### config.mk
export PLATFORM = sky130hd
export DESIGN_NAME = flow_top
export DESIGN_NICKNAME = d
export VERILOG_FILES = /design/src/flow_pkg.sv /design/src/branch_cmp.sv /design/src/flow_ctrl.sv /design/src/pc_reg.sv /design/src/stage_valid.sv /design/src/flow_top.sv
export SDC_FILE = /design/constraint.sdc
export NUM_CORES = 1
export LEC_CHECK = 0
export BUFFER_PORTS_ARGS = -buffer_cell sky130_fd_sc_hd__buf_4
export CAP_MARGIN = 20
export CORE_ASPECT_RATIO = 0.9
export CORE_UTILIZATION = 59
export DETAILED_ROUTE_END_ITERATION = 6
export GPL_ROUTABILITY_DRIVEN = 1
export PLACE_DENSITY_LB_ADDON = 0.05
export SLEW_MARGIN = 20
export SYNTH_ARGS = -nofsm -noshare
export SYNTH_HDL_FRONTEND = slang
export SYNTH_SLANG_ARGS = --single-unit
### constraint.sdc
create_clock -name clk_i -period 5.2 [get_ports clk_i]
set_input_delay 0 -clock clk_i [delete_from_list [all_inputs] [get_ports clk_i]]
set_output_delay 0 -clock clk_i [all_outputs]
set_load 0.02 [all_outputs]
### src/flow_pkg.sv
// shared types for the flow control path; rv32 only and code values must match the pipeline regs
package flow_pkg;

    // ------------------------------------------------------------------
    // machine word
    // ------------------------------------------------------------------
    localparam int CPU_WIDTH = 32;

    typedef logic [CPU_WIDTH-1:0] cpu_word_t;   // pc, imm, register data

    localparam cpu_word_t PC_STEP = 32'd4;      // sequential fetch step

    // ------------------------------------------------------------------
    // stage commands
    // ------------------------------------------------------------------
    typedef logic [1:0] flow_t;

    localparam flow_t FLOW_WORK    = 2'd0;      // stage advances
    localparam flow_t FLOW_STOP    = 2'd1;      // stage keeps its contents
    localparam flow_t FLOW_REFRESH = 2'd2;      // stage becomes a bubble

    // ------------------------------------------------------------------
    // branch type from decode where zero means no branch
    // ------------------------------------------------------------------
    typedef logic [2:0] branch_t;

    localparam branch_t BRANCH_NONE = 3'd0;
    localparam branch_t BRANCH_BEQ  = 3'd1;
    localparam branch_t BRANCH_BNE  = 3'd2;
    localparam branch_t BRANCH_BLT  = 3'd3;
    localparam branch_t BRANCH_BGE  = 3'd4;
    localparam branch_t BRANCH_BLTU = 3'd5;
    localparam branch_t BRANCH_BGEU = 3'd6;

    // jump type from decode where zero means no jump
    typedef logic [1:0] jump_t;

    localparam jump_t JUMP_NONE  = 2'd0;
    localparam jump_t JUMP_JAL   = 2'd1;
    localparam jump_t JUMP_JALR  = 2'd2;
    localparam jump_t JUMP_FENCE = 2'd3;   // refetch the next instruction

endpackage

### src/branch_cmp.sv
// purely combinational; bltu and bgeu compare unsigned and every other type compares signed
`timescale 1ns/1ns

module branch_cmp
    import flow_pkg::*;
(
    input  branch_t   branch_i,       // branch type in execute
    input  cpu_word_t rs1_data_i,
    input  cpu_word_t rs2_data_i,
    output logic      zero_o,         // operands equal
    output logic      less_o,         // rs1 < rs2
    output logic      more_zero_o     // rs1 >= rs2
);

    logic use_unsigned;
    logic less_s;
    logic less_u;

    // bltu and bgeu are the only unsigned forms
    assign use_unsigned = (branch_i == BRANCH_BLTU) || (branch_i == BRANCH_BGEU);

    assign less_s = $signed(rs1_data_i) < $signed(rs2_data_i);
    assign less_u = rs1_data_i < rs2_data_i;

    assign zero_o      = (rs1_data_i == rs2_data_i);
    assign less_o      = use_unsigned ? less_u : less_s;
    assign more_zero_o = ~less_o;   // ge is just not lt

endmodule

### src/flow_ctrl.sv
// combinational stall/flush priority; next_pc_o is zero whenever no redirect is taken
`timescale 1ns/1ns

module flow_ctrl
    import flow_pkg::*;
(
    input  branch_t   branch_i,             // branch type in execute
    input  jump_t     jump_i,               // jump type in execute
    input  cpu_word_t pc_adder_i,           // pc of the instruction in execute
    input  cpu_word_t imm_i,
    input  cpu_word_t reg1_rd_data_i,       // rs1 for jalr only
    input  logic      zero_i,
    input  logic      more_zero_i,
    input  logic      less_i,
    input  logic      bus_wait_i,           // fetch bus not ready
    input  logic      alu_busy_i,           // multi-cycle alu op running
    input  logic      access_mem_hold_i,    // memory stage waiting
    input  logic      pr_access_mem_flag_i, // load-use on previous access
    input  logic      client_hold_flag_i,
    input  cpu_word_t client_int_addr_i,
    input  logic      client_int_assert_i,
    output cpu_word_t next_pc_o,
    output logic      next_pc_four_o,
    output flow_t     flow_pc_o,
    output flow_t     flow_de_o,
    output flow_t     flow_ex_o,
    output flow_t     flow_as_o,
    output flow_t     flow_wb_o
);

    logic br_taken;   // condition of the branch in execute

    // ------------------------------------------------------------------
    // branch condition
    // ------------------------------------------------------------------
    always_comb begin
        case (branch_i)
            BRANCH_BEQ:  br_taken = zero_i;
            BRANCH_BNE:  br_taken = ~zero_i;
            BRANCH_BLT,
            BRANCH_BLTU: br_taken = less_i;       // sign handled in comparator
            BRANCH_BGE,
            BRANCH_BGEU: br_taken = more_zero_i;
            default:     br_taken = 1'b0;
        endcase
    end

    // ------------------------------------------------------------------
    // priority chain, first match wins
    // ------------------------------------------------------------------
    always_comb begin
        next_pc_o      = '0;
        next_pc_four_o = 1'b0;
        flow_pc_o      = FLOW_WORK;
        flow_de_o      = FLOW_WORK;
        flow_ex_o      = FLOW_WORK;
        flow_as_o      = FLOW_WORK;
        flow_wb_o      = FLOW_WORK;

        if (client_hold_flag_i) begin
            if (client_int_assert_i) begin
                // interrupt entry drops everything in flight
                next_pc_o = client_int_addr_i;
                flow_de_o = FLOW_REFRESH;
                flow_ex_o = FLOW_REFRESH;
                flow_as_o = FLOW_REFRESH;
                flow_wb_o = FLOW_REFRESH;
            end else begin
                flow_pc_o = FLOW_STOP;   // debugger freeze
                flow_de_o = FLOW_STOP;
                flow_ex_o = FLOW_STOP;
                flow_as_o = FLOW_STOP;
                flow_wb_o = FLOW_STOP;
            end
        end else if (access_mem_hold_i) begin
            flow_pc_o = FLOW_STOP;
            flow_de_o = FLOW_STOP;
            flow_ex_o = FLOW_STOP;
            flow_as_o = FLOW_STOP;
            flow_wb_o = FLOW_REFRESH;   // nothing retires this cycle
        end else if (pr_access_mem_flag_i) begin
            flow_pc_o = FLOW_STOP;
            flow_de_o = FLOW_STOP;
            flow_ex_o = FLOW_REFRESH;   // bubble behind the load
        end else if (alu_busy_i) begin
            flow_pc_o = FLOW_STOP;
            flow_de_o = FLOW_STOP;
            flow_ex_o = FLOW_STOP;
            flow_as_o = FLOW_REFRESH;
        end else if (bus_wait_i) begin
            flow_pc_o = FLOW_STOP;
            flow_de_o = FLOW_REFRESH;   // no instruction fetched
        end else if (branch_i != BRANCH_NONE) begin
            if (br_taken) begin
                next_pc_o = pc_adder_i + imm_i;
                flow_de_o = FLOW_REFRESH;   // squash wrong-path fetches
                flow_ex_o = FLOW_REFRESH;
            end else begin
                next_pc_four_o = 1'b1;
            end
        end else if (jump_i != JUMP_NONE) begin
            flow_de_o = FLOW_REFRESH;
            flow_ex_o = FLOW_REFRESH;
            case (jump_i)
                JUMP_JAL:   next_pc_o = pc_adder_i + imm_i;
                JUMP_JALR:  next_pc_o = reg1_rd_data_i + imm_i;
                JUMP_FENCE: next_pc_o = pc_adder_i + PC_STEP;
                default:    next_pc_o = '0;
            endcase
        end else begin
            next_pc_four_o = 1'b1;   // plain sequential fetch
        end
    end

endmodule

### src/pc_reg.sv
// fetch address register; stop has priority over step, and a redirect loads next_pc_i as is
`timescale 1ns/1ns

module pc_reg
    import flow_pkg::*;
#(
    parameter cpu_word_t RESET_PC = 32'h0000_0000
) (
    input  logic      clk_i,
    input  logic      reset_i,
    input  flow_t     flow_pc_i,        // command for the fetch stage
    input  logic      next_pc_four_i,   // sequential step
    input  cpu_word_t next_pc_i,        // redirect target
    output cpu_word_t pc_o
);

    cpu_word_t pc_q;

    // ------------------------------------------------------------------
    // pc update
    // ------------------------------------------------------------------
    always_ff @(posedge clk_i) begin
        if (reset_i) begin
            pc_q <= RESET_PC;
        end else if (flow_pc_i == FLOW_STOP) begin
            pc_q <= pc_q;                 // fetch stalled
        end else if (next_pc_four_i) begin
            pc_q <= pc_q + PC_STEP;
        end else begin
            // branch, jump or interrupt entry
            pc_q <= next_pc_i;
        end
    end

    assign pc_o = pc_q;

endmodule

### src/stage_valid.sv
// one valid bit per stage after fetch; a fetch counts as valid only in a cycle where flow_pc is work
`timescale 1ns/1ns

module stage_valid
    import flow_pkg::*;
(
    input  logic  clk_i,
    input  logic  reset_i,
    input  flow_t flow_pc_i,
    input  flow_t flow_de_i,
    input  flow_t flow_ex_i,
    input  flow_t flow_as_i,
    input  flow_t flow_wb_i,
    output logic  valid_de_o,
    output logic  valid_ex_o,
    output logic  valid_as_o,
    output logic  valid_wb_o
);

    logic fetch_valid;
    logic de_q;
    logic ex_q;
    logic as_q;
    logic wb_q;

    // next valid of one stage from its code, own bit and upstream bit
    function automatic logic step_valid(flow_t code, logic own, logic upstream);
        case (code)
            FLOW_WORK:    return upstream;
            FLOW_REFRESH: return 1'b0;      // bubble
            default:      return own;       // stop
        endcase
    endfunction

    assign fetch_valid = (flow_pc_i == FLOW_WORK);

    // ------------------------------------------------------------------
    // valid token chain de -> ex -> as -> wb
    // ------------------------------------------------------------------
    always_ff @(posedge clk_i) begin
        if (reset_i) begin
            de_q <= 1'b0;
            ex_q <= 1'b0;
            as_q <= 1'b0;
            wb_q <= 1'b0;
        end else begin
            de_q <= step_valid(flow_de_i, de_q, fetch_valid);
            ex_q <= step_valid(flow_ex_i, ex_q, de_q);
            as_q <= step_valid(flow_as_i, as_q, ex_q);
            wb_q <= step_valid(flow_wb_i, wb_q, as_q);
        end
    end

    assign valid_de_o = de_q;
    assign valid_ex_o = ex_q;
    assign valid_as_o = as_q;
    assign valid_wb_o = wb_q;

endmodule

### src/flow_top.sv
// flow codes are combinational from the inputs; pc and valid bits update one edge later
`timescale 1ns/1ns

module flow_top
    import flow_pkg::*;
#(
    parameter cpu_word_t RESET_PC = 32'h0000_0000
) (
    input  logic      clk_i,
    input  logic      reset_i,
    input  branch_t   branch_i,
    input  jump_t     jump_i,
    input  cpu_word_t pc_adder_i,
    input  cpu_word_t imm_i,
    input  cpu_word_t rs1_data_i,
    input  cpu_word_t rs2_data_i,
    input  logic      bus_wait_i,
    input  logic      alu_busy_i,
    input  logic      access_mem_hold_i,
    input  logic      pr_access_mem_flag_i,
    input  logic      client_hold_flag_i,
    input  cpu_word_t client_int_addr_i,
    input  logic      client_int_assert_i,
    output cpu_word_t pc_o,
    output flow_t     flow_pc_o,
    output flow_t     flow_de_o,
    output flow_t     flow_ex_o,
    output flow_t     flow_as_o,
    output flow_t     flow_wb_o,
    output logic      valid_de_o,
    output logic      valid_ex_o,
    output logic      valid_as_o,
    output logic      valid_wb_o
);

    logic      zero;
    logic      less;
    logic      more_zero;
    cpu_word_t next_pc;
    logic      next_pc_four;

    branch_cmp u_branch_cmp (
        .branch_i    (branch_i),
        .rs1_data_i  (rs1_data_i),
        .rs2_data_i  (rs2_data_i),
        .zero_o      (zero),
        .less_o      (less),
        .more_zero_o (more_zero)
    );

    flow_ctrl u_flow_ctrl (
        .branch_i             (branch_i),
        .jump_i               (jump_i),
        .pc_adder_i           (pc_adder_i),
        .imm_i                (imm_i),
        .reg1_rd_data_i       (rs1_data_i),   // jalr base
        .zero_i               (zero),
        .more_zero_i          (more_zero),
        .less_i               (less),
        .bus_wait_i           (bus_wait_i),
        .alu_busy_i           (alu_busy_i),
        .access_mem_hold_i    (access_mem_hold_i),
        .pr_access_mem_flag_i (pr_access_mem_flag_i),
        .client_hold_flag_i   (client_hold_flag_i),
        .client_int_addr_i    (client_int_addr_i),
        .client_int_assert_i  (client_int_assert_i),
        .next_pc_o            (next_pc),
        .next_pc_four_o       (next_pc_four),
        .flow_pc_o            (flow_pc_o),
        .flow_de_o            (flow_de_o),
        .flow_ex_o            (flow_ex_o),
        .flow_as_o            (flow_as_o),
        .flow_wb_o            (flow_wb_o)
    );

    pc_reg #(
        .RESET_PC (RESET_PC)
    ) u_pc_reg (
        .clk_i          (clk_i),
        .reset_i        (reset_i),
        .flow_pc_i      (flow_pc_o),
        .next_pc_four_i (next_pc_four),
        .next_pc_i      (next_pc),
        .pc_o           (pc_o)
    );

    stage_valid u_stage_valid (
        .clk_i      (clk_i),
        .reset_i    (reset_i),
        .flow_pc_i  (flow_pc_o),
        .flow_de_i  (flow_de_o),
        .flow_ex_i  (flow_ex_o),
        .flow_as_i  (flow_as_o),
        .flow_wb_i  (flow_wb_o),
        .valid_de_o (valid_de_o),
        .valid_ex_o (valid_ex_o),
        .valid_as_o (valid_as_o),
        .valid_wb_o (valid_wb_o)
    );

endmodule

==> impl_metrics.env, run 1 <==
export IMPL_status="complete, but fails checks"
export IMPL_violations="negative hold slack"
export IMPL_path_cells="buf_4, ha_1, nand4_1, nor4_1, nand4_1, or3b_2, a21oi_1, a221o_1, o21ai_2, a2111oi_0, a211oi_1, o22ai_1"
export IMPL_rsz0062_at_grt="false"
export IMPL_cts_buffer_depth=2
export IMPL_ys_warnings_count=0
export IMPL_synth_seq_area_share_pct=9.71
export IMPL_utilization_pct=76.3
export IMPL_cp_slowest_cell="a2111oi_0"
export IMPL_cts_root_buf="clkbuf_16"
export IMPL_multiInputGateArea_um2=6330
export IMPL_synth_area_leaders="ha_1 (16%), dfxtp_1 (9.7%), a21oi_1 (6.4%)"
export IMPL_cts_clk_slew_worst_paths_ns=0.05
export IMPL_area_growth_pct=25.1
export IMPL_grt_pass1_wl_mm=41.4
export IMPL_synth_most_common_cell="nand2_1"
export IMPL_nets=1533
export IMPL_path_class="input port to flip-flop"
export IMPL_critPathLaunchType="input port"
export IMPL_relSlewSlack_pct=34.0
export IMPL_grt_overflow_total=0
export IMPL_grt_max_degree=50
export IMPL_worstSetupEndpointType="flip-flop"
export IMPL_synth_edf_count=0
export IMPL_hold_depth=3
export IMPL_nFillCells=1018
export IMPL_row_count=38
export IMPL_yosys_area_top_type="ha_1"
export IMPL_antenna_found_initial=0
export IMPL_finalHoldViolCount=1
export IMPL_grtUsageMet1_pct=55.0
export IMPL_numCtsBuffers=5
export IMPL_ys_flop_type="dfxtp_1"
export IMPL_min_period_over_period_pct=63.7
export IMPL_grtUsageMet3_pct=7.96
export IMPL_core_um2=12200
export IMPL_avgSynthCellArea_um2=6.93
export IMPL_skew_ns=0.00324
export IMPL_slew_viol_final=0
export IMPL_seq_area_um2=721
export IMPL_num_antenna_cells=0
export IMPL_drt_iter0_drc=1232
export IMPL_synth_cell_types=74
export IMPL_start_util_pct=61.0
export IMPL_setup_violations=0
export IMPL_synth_top_cells_by_count="nand2_1 (115), ha_1 (96), a21oi_1 (95)"
export IMPL_cp_max_fo=8
export IMPL_fp_dieW_um=120
export IMPL_clock_fmax_ghz=0.302
export IMPL_drive_above_1_share_pct=19.5
export IMPL_fin_setup_tns_ns=0
export IMPL_ir_drop_mv=0.115
export IMPL_cpMostUsedCell="nand4_1"
export IMPL_ys_seq_elements=36
export IMPL_power_density_nw_per_um2=160
export IMPL_async_flop_share_pct=0
export IMPL_whs_ns=-0.00142
export IMPL_cellLeakagePower_nw=4.11
export IMPL_cts_setup_buffers=0
export IMPL_clock_sinks=36
export IMPL_drc=0
export IMPL_dpl_hpwl_mm=22.1
export IMPL_drtAntennaViolNets=0
export IMPL_hold_path_class="input port to flip-flop"
export IMPL_grtUsageMet2_pct=62.4
export IMPL_tritoncts="built"
export IMPL_track_usage_pct=40.1
export IMPL_synth_fp_nets=1342
export IMPL_max_stage_delay_ns=0.83
export IMPL_cts_resized=0
export IMPL_reg2regPathDepth=10
export IMPL_synthCells=1071
export IMPL_first_global_vias=8154
export IMPL_io_pins=219
export IMPL_io_buffers=217
export IMPL_clk_latency_ns=0.28
export IMPL_routed_wl_mm=26.9
export IMPL_grt_busiest_layer="met2"
export IMPL_synthesis_area_um2=7430
export IMPL_htree_levels=2
export IMPL_reg2reg_setup_slack_ns=2.10
export IMPL_wl_per_cell_um=18.9
export IMPL_yosys_area_top_type_share_pct=16.2
export IMPL_routed_via_density=6.53
export IMPL_crit_arrival_ns=3.52
export IMPL_worst_pin_slew_ns=0.966
export IMPL_dieArea_um2=13000
export IMPL_drv_cap=0
export IMPL_place_congestion=0.967
export IMPL_required_ns=5.40
export IMPL_vias=9279
export IMPL_final_min_clock_period_ns=3.31
export IMPL_dr_pass1_iters=6
export IMPL_die_y_um=108
==> placed cells by master (no fill, tap or decap), drive strengths merged, types with 10 or more instances in the layout <==
master / netlist / layout
a21oi: 96 / 96
nand2b: 12 / 12
nor3: 25 / 25
ha: 96 / 96
a221oi: 12 / 12
xnor2: 50 / 50
nand2: 116 / 116
buf: 9 / 221
nor2: 93 / 93
inv: 57 / 57
a211oi: 22 / 22
o211ai: 16 / 16
a31oi: 15 / 15
nor4: 11 / 11
dfxtp: 36 / 36
o21ai: 80 / 80
and3: 14 / 14
and2: 10 / 10
nand4: 25 / 25
a21o: 19 / 19
xor2: 38 / 38
o21a: 15 / 15
nand3: 41 / 41
==> flip-flops by register name (all words and copies together) (netlist names) <==
name	count
u_pc_reg.pc_o	32
u_stage_valid.valid_ex_o	1
u_stage_valid.valid_de_o	1
u_stage_valid.valid_wb_o	1
u_stage_valid.valid_as_o	1
==> worst max-delay path, delay by kind of cell <==
| family | cells | cell delay [ns] |
|---|---|---|
| compound gates | 6 | 1.86 |
| simple gates | 4 | 1.24 |
| fa+ha+maj | 1 | 0.29 |
| buf+inv | 1 | 0.12 |
==> metal layers <==
layer	vias up	part of all wire (%)
li1	4413	-
met1	4214	43
met2	590	42
met3	62	12
met4	0	2.8
met5	-	0
==> stage by stage <==
stage	hold slack [ns]	worst slack (ns)	cells	cell area [um2]	total power, mW
finish	-0.00142	1.89	1422	9290	1.48
detailed placement	0.285	1.74	1414	9130	1.15
global placement	0.285	1.81	1414	9130	1.13
floorplan	0.0867	2.46	1071	7430	0.838
CTS	0.00160	2.02	1422	9290	1.46
global route	0.0200	1.64	1422	9290	1.57
==> cell families (layout without fill, tap and decap cells) <==
family	count (synthesis)	count (layout)	share of synthesized area, %
AND/OR/NAND/NOR	389	389	25.4
AO/OA/AOI/OAI	357	357	31.7
adder cells (fa/ha/maj)	98	98	16.7
buffers and inverters	95	286	5.04
XOR/XNOR	88	88	10.4
flip-flops	36	36	9.71
multiplexers	7	7	0.977
other	1	1	0.0505
==> path summary, 6_finish.rpt <==
| kind | startpoint | end |
|---|---|---|
| worst max-delay path | rs1_data_i[9] | u_pc_reg.pc_o[31]$_SDFFE_PP0N_ |
| worst max register to register | u_pc_reg.pc_o[2]$_SDFFE_PP0N_ | u_pc_reg.pc_o[30]$_SDFFE_PP0N_ |
| worst min register to register | u_stage_valid.valid_ex_o$_SDFFE_PP0P_ | u_stage_valid.valid_ex_o$_SDFFE_PP0P_ |
| worst min-delay path | pr_access_mem_flag_i | u_stage_valid.valid_ex_o$_SDFFE_PP0P_ |
==> what timing repair did <==
item | 4_1_cts | 5_1_grt
setup endpoints to repair | 0 | 0
hold buffers | 1 | 0
hold endpoints to repair | 1 | 0
==> area by class of cell <==
| cell class | count | share of cell area, % |
|---|---|---|
| multi-input combinational | 940 | 68.2 |
| clock buffer | 7 | 1.64 |
| tap | 160 | 2.16 |
| timing repair buffer | 222 | 18.0 |
| sequential | 36 | 7.76 |
| inverter | 57 | 2.30 |
==> where the power goes <==
group          switching, mW  internal, mW  leakage [nW]  total, mW
combinational          0.484         0.370          3.74      0.854
sequential            0.0237         0.292         0.295      0.315
clock                  0.113         0.201        0.0760      0.314
total                  0.620         0.863          4.11       1.48
No activity file was read; power rests on OpenSTA's default activity.
==> inputs of run 2 (changes only) <==
--- a/config.mk
+++ b/config.mk
@@ -8,7 +8,7 @@
 export BUFFER_PORTS_ARGS = -buffer_cell sky130_fd_sc_hd__buf_4
 export CAP_MARGIN = 20
 export CORE_ASPECT_RATIO = 0.9
-export CORE_UTILIZATION = 59
+export CORE_UTILIZATION = 49
 export DETAILED_ROUTE_END_ITERATION = 6
 export GPL_ROUTABILITY_DRIVEN = 1
 export PLACE_DENSITY_LB_ADDON = 0.05
==> constraint.sdc (replaced) <==
create_clock -name clk_i -period 2.8 [get_ports clk_i]
set_input_delay 0 -clock clk_i [delete_from_list [all_inputs] [get_ports clk_i]]
set_output_delay 0 -clock clk_i [all_outputs]
set_load 0.02 [all_outputs]
==> impl_metrics.env, run 2 (synthesis results as in run 1) <==
export IMPL_slew_viol_final=0
export IMPL_row_count=42
export IMPL_layout_common_cells="buf_4 (387), nand2_1 (113), a21oi_1 (90), nor2_1 (89), ha_1 (88)"
export IMPL_place_congestion=0.941
export IMPL_htree_levels=2
export IMPL_fin_area_um2=11000
export IMPL_drc=0
export IMPL_hold_path_class="input port to flip-flop"
export IMPL_sw_frac_of_total_pct=40.8
export IMPL_fp_dieW_um=132
export IMPL_drive_above_1_share_pct=32.4
export IMPL_clock_fmax_ghz=0.358
export IMPL_core_um2=14800
export IMPL_drt_iter0_drc=855
export IMPL_area_growth_pct=47.6
export IMPL_io_pins=219
export IMPL_skew_ns=0.00467
export IMPL_worstSetupEndpointType="flip-flop"
export IMPL_routed_wl_mm=28.7
export IMPL_drtAntennaViolNets=0
export IMPL_routed_via_density=5.95
export IMPL_cts_buffer_depth=2
export IMPL_dp_worst_setup_slack_ns=-0.402
export IMPL_start_util_pct=50.3
export IMPL_crit_arrival_ns=2.95
export IMPL_p_sw_mw=1.24
export IMPL_dieArea_um2=15700
export IMPL_fin_cells=1633
export IMPL_critPathLaunchType="input port"
export IMPL_worst_pin_slew_ns=0.723
export IMPL_cp_max_fo=5
export IMPL_wl_per_cell_um=17.6
export IMPL_rr_startpoint="u_pc_reg.pc_o[2]$_SDFFE_PP0N_"
export IMPL_dr_pass1_iters=5
export IMPL_relSlewSlack_pct=51.3
export IMPL_finalHoldViolCount=0
export IMPL_cellLeakagePower_nw=4.99
export IMPL_min_period_over_period_pct=99.6
export IMPL_pwr_share_comb_pct=62.2
export IMPL_tritoncts="built"
export IMPL_final_min_clock_period_ns=2.79
export IMPL_numCtsBuffers=5
export IMPL_layout_commonest_cell="buf_4"
export IMPL_power_density_nw_per_um2=278
export IMPL_required_ns=2.96
export IMPL_rsz0062_at_grt="true"
export IMPL_cts_hold_buf=0
export IMPL_nets=1705
export IMPL_io_buffers=217
export IMPL_pwr_share_seq_pct=19.0
export IMPL_p_clk_share_pct=18.7
export IMPL_startpoint="rs1_data_i[19]"
export IMPL_status="completed"
export IMPL_grt_max_degree=48
export IMPL_grt_overflow_total=0
export IMPL_clock_sinks=36
export IMPL_drv_cap=0
export IMPL_grt_pass1_wl_mm=45.2
export IMPL_layout_setup_ws_ns=0.0103
export IMPL_dpl_cell_count=1621
export IMPL_dpl_hpwl_mm=23.7
export IMPL_track_usage_pct=35.7
export IMPL_fin_setup_tns_ns=0
export IMPL_num_antenna_cells=0
export IMPL_die_y_um=119
export IMPL_placed_area_um2=10500
export IMPL_p_int_mw=1.80
export IMPL_utilization_pct=74.2
export IMPL_antenna_found_initial=0
export IMPL_min_from="pr_access_mem_flag_i"
export IMPL_cts_clk_slew_worst_paths_ns=0.05
export IMPL_path_class="input port to flip-flop"
export IMPL_first_global_vias=8931
export IMPL_cts_root_buf="clkbuf_16"
export IMPL_largest_register_ffs=32
export IMPL_setup_violations=0
export IMPL_ir_drop_mv=0.395
export IMPL_vias=9709
export IMPL_clk_latency_ns=0.29
[run 2: cell types whose count changed in the layout (fill, tap and decap cells not counted), sizes merged]
cell,previous run,this run
buf,221,394
clkbuf,7,6
clkinv,0,2
dlygate4sd3,1,0
[run 2: worst max-delay path: stages]
cell,delay (ns)
buf_4,0.13
ha_4,0.23
and3_4,0.17
a221o_1,0.36
a21oi_2,0.12
nand4b_1,0.10
o21a_1,0.20
a221o_1,0.45
buf_6,0.18
o21ai_4,0.24
buf_4,0.18
a21oi_1,0.06
nor4_1,0.43
nor3_1,0.10
[run 2: cell type report]
cell class / count / area [um2]
multi-input combinational: 940 / 6630
fill: 1238 / 3800
timing repair buffer: 394 / 2990
sequential: 36 / 721
tap: 198 / 248
inverter: 57 / 219
clock buffer: 6 / 139
clock inverter: 2 / 10.0
[run 2: path summary, 6_finish.rpt]
check                                                to  slack [ns]  cells past startpoint
setup / recovery         u_pc_reg.pc_o[22]$_SDFFE_PP0N_        0.01                     14
hold / removal    u_stage_valid.valid_ex_o$_SDFFE_PP0P_       0.003                      3
setup reg to reg         u_pc_reg.pc_o[30]$_SDFFE_PP0N_        0.17                     10
hold reg to reg           u_pc_reg.pc_o[0]$_SDFFE_PP0P_        0.46                      2
[run 2: repair_timing]
item,in CTS,in global routing
setup endpoints to repair,12,31
pin swaps,2,26
setup buffers,0,4
gates resized for setup,6,61
[run 2: power groups by stage]
stage	clock, mW	sequential [mW]	combinational [mW]
6_report	0.570	0.579	1.89
5_1_grt	0.591	0.583	2.06
4_1_cts	0.571	0.577	1.79
3_5_place_dp	0	0.588	1.78
3_3_place_gp	0	0.588	1.76
2_1_floorplan	0	0.620	0.936
[run 2: per-layer routing]
metal | vias to the layer above | global-route usage [%] | wire (um)
met3 | 35 | 5.96 | 3040
met1 | 4418 | 51.3 | 13100
li1 | 4752 | - | -
met5 | - | 0 | 0
met4 | 0 | 8.43 | 472
met2 | 504 | 54.9 | 12100
[run 2: through the flow]
stage               power, mW  hold slack (ns)
floorplan                1.56           0.0867
CTS                      2.94          0.00104
global route             3.24          0.00870
finish                   3.04          0.00304
detailed placement       2.36            0.286
global placement         2.34            0.286
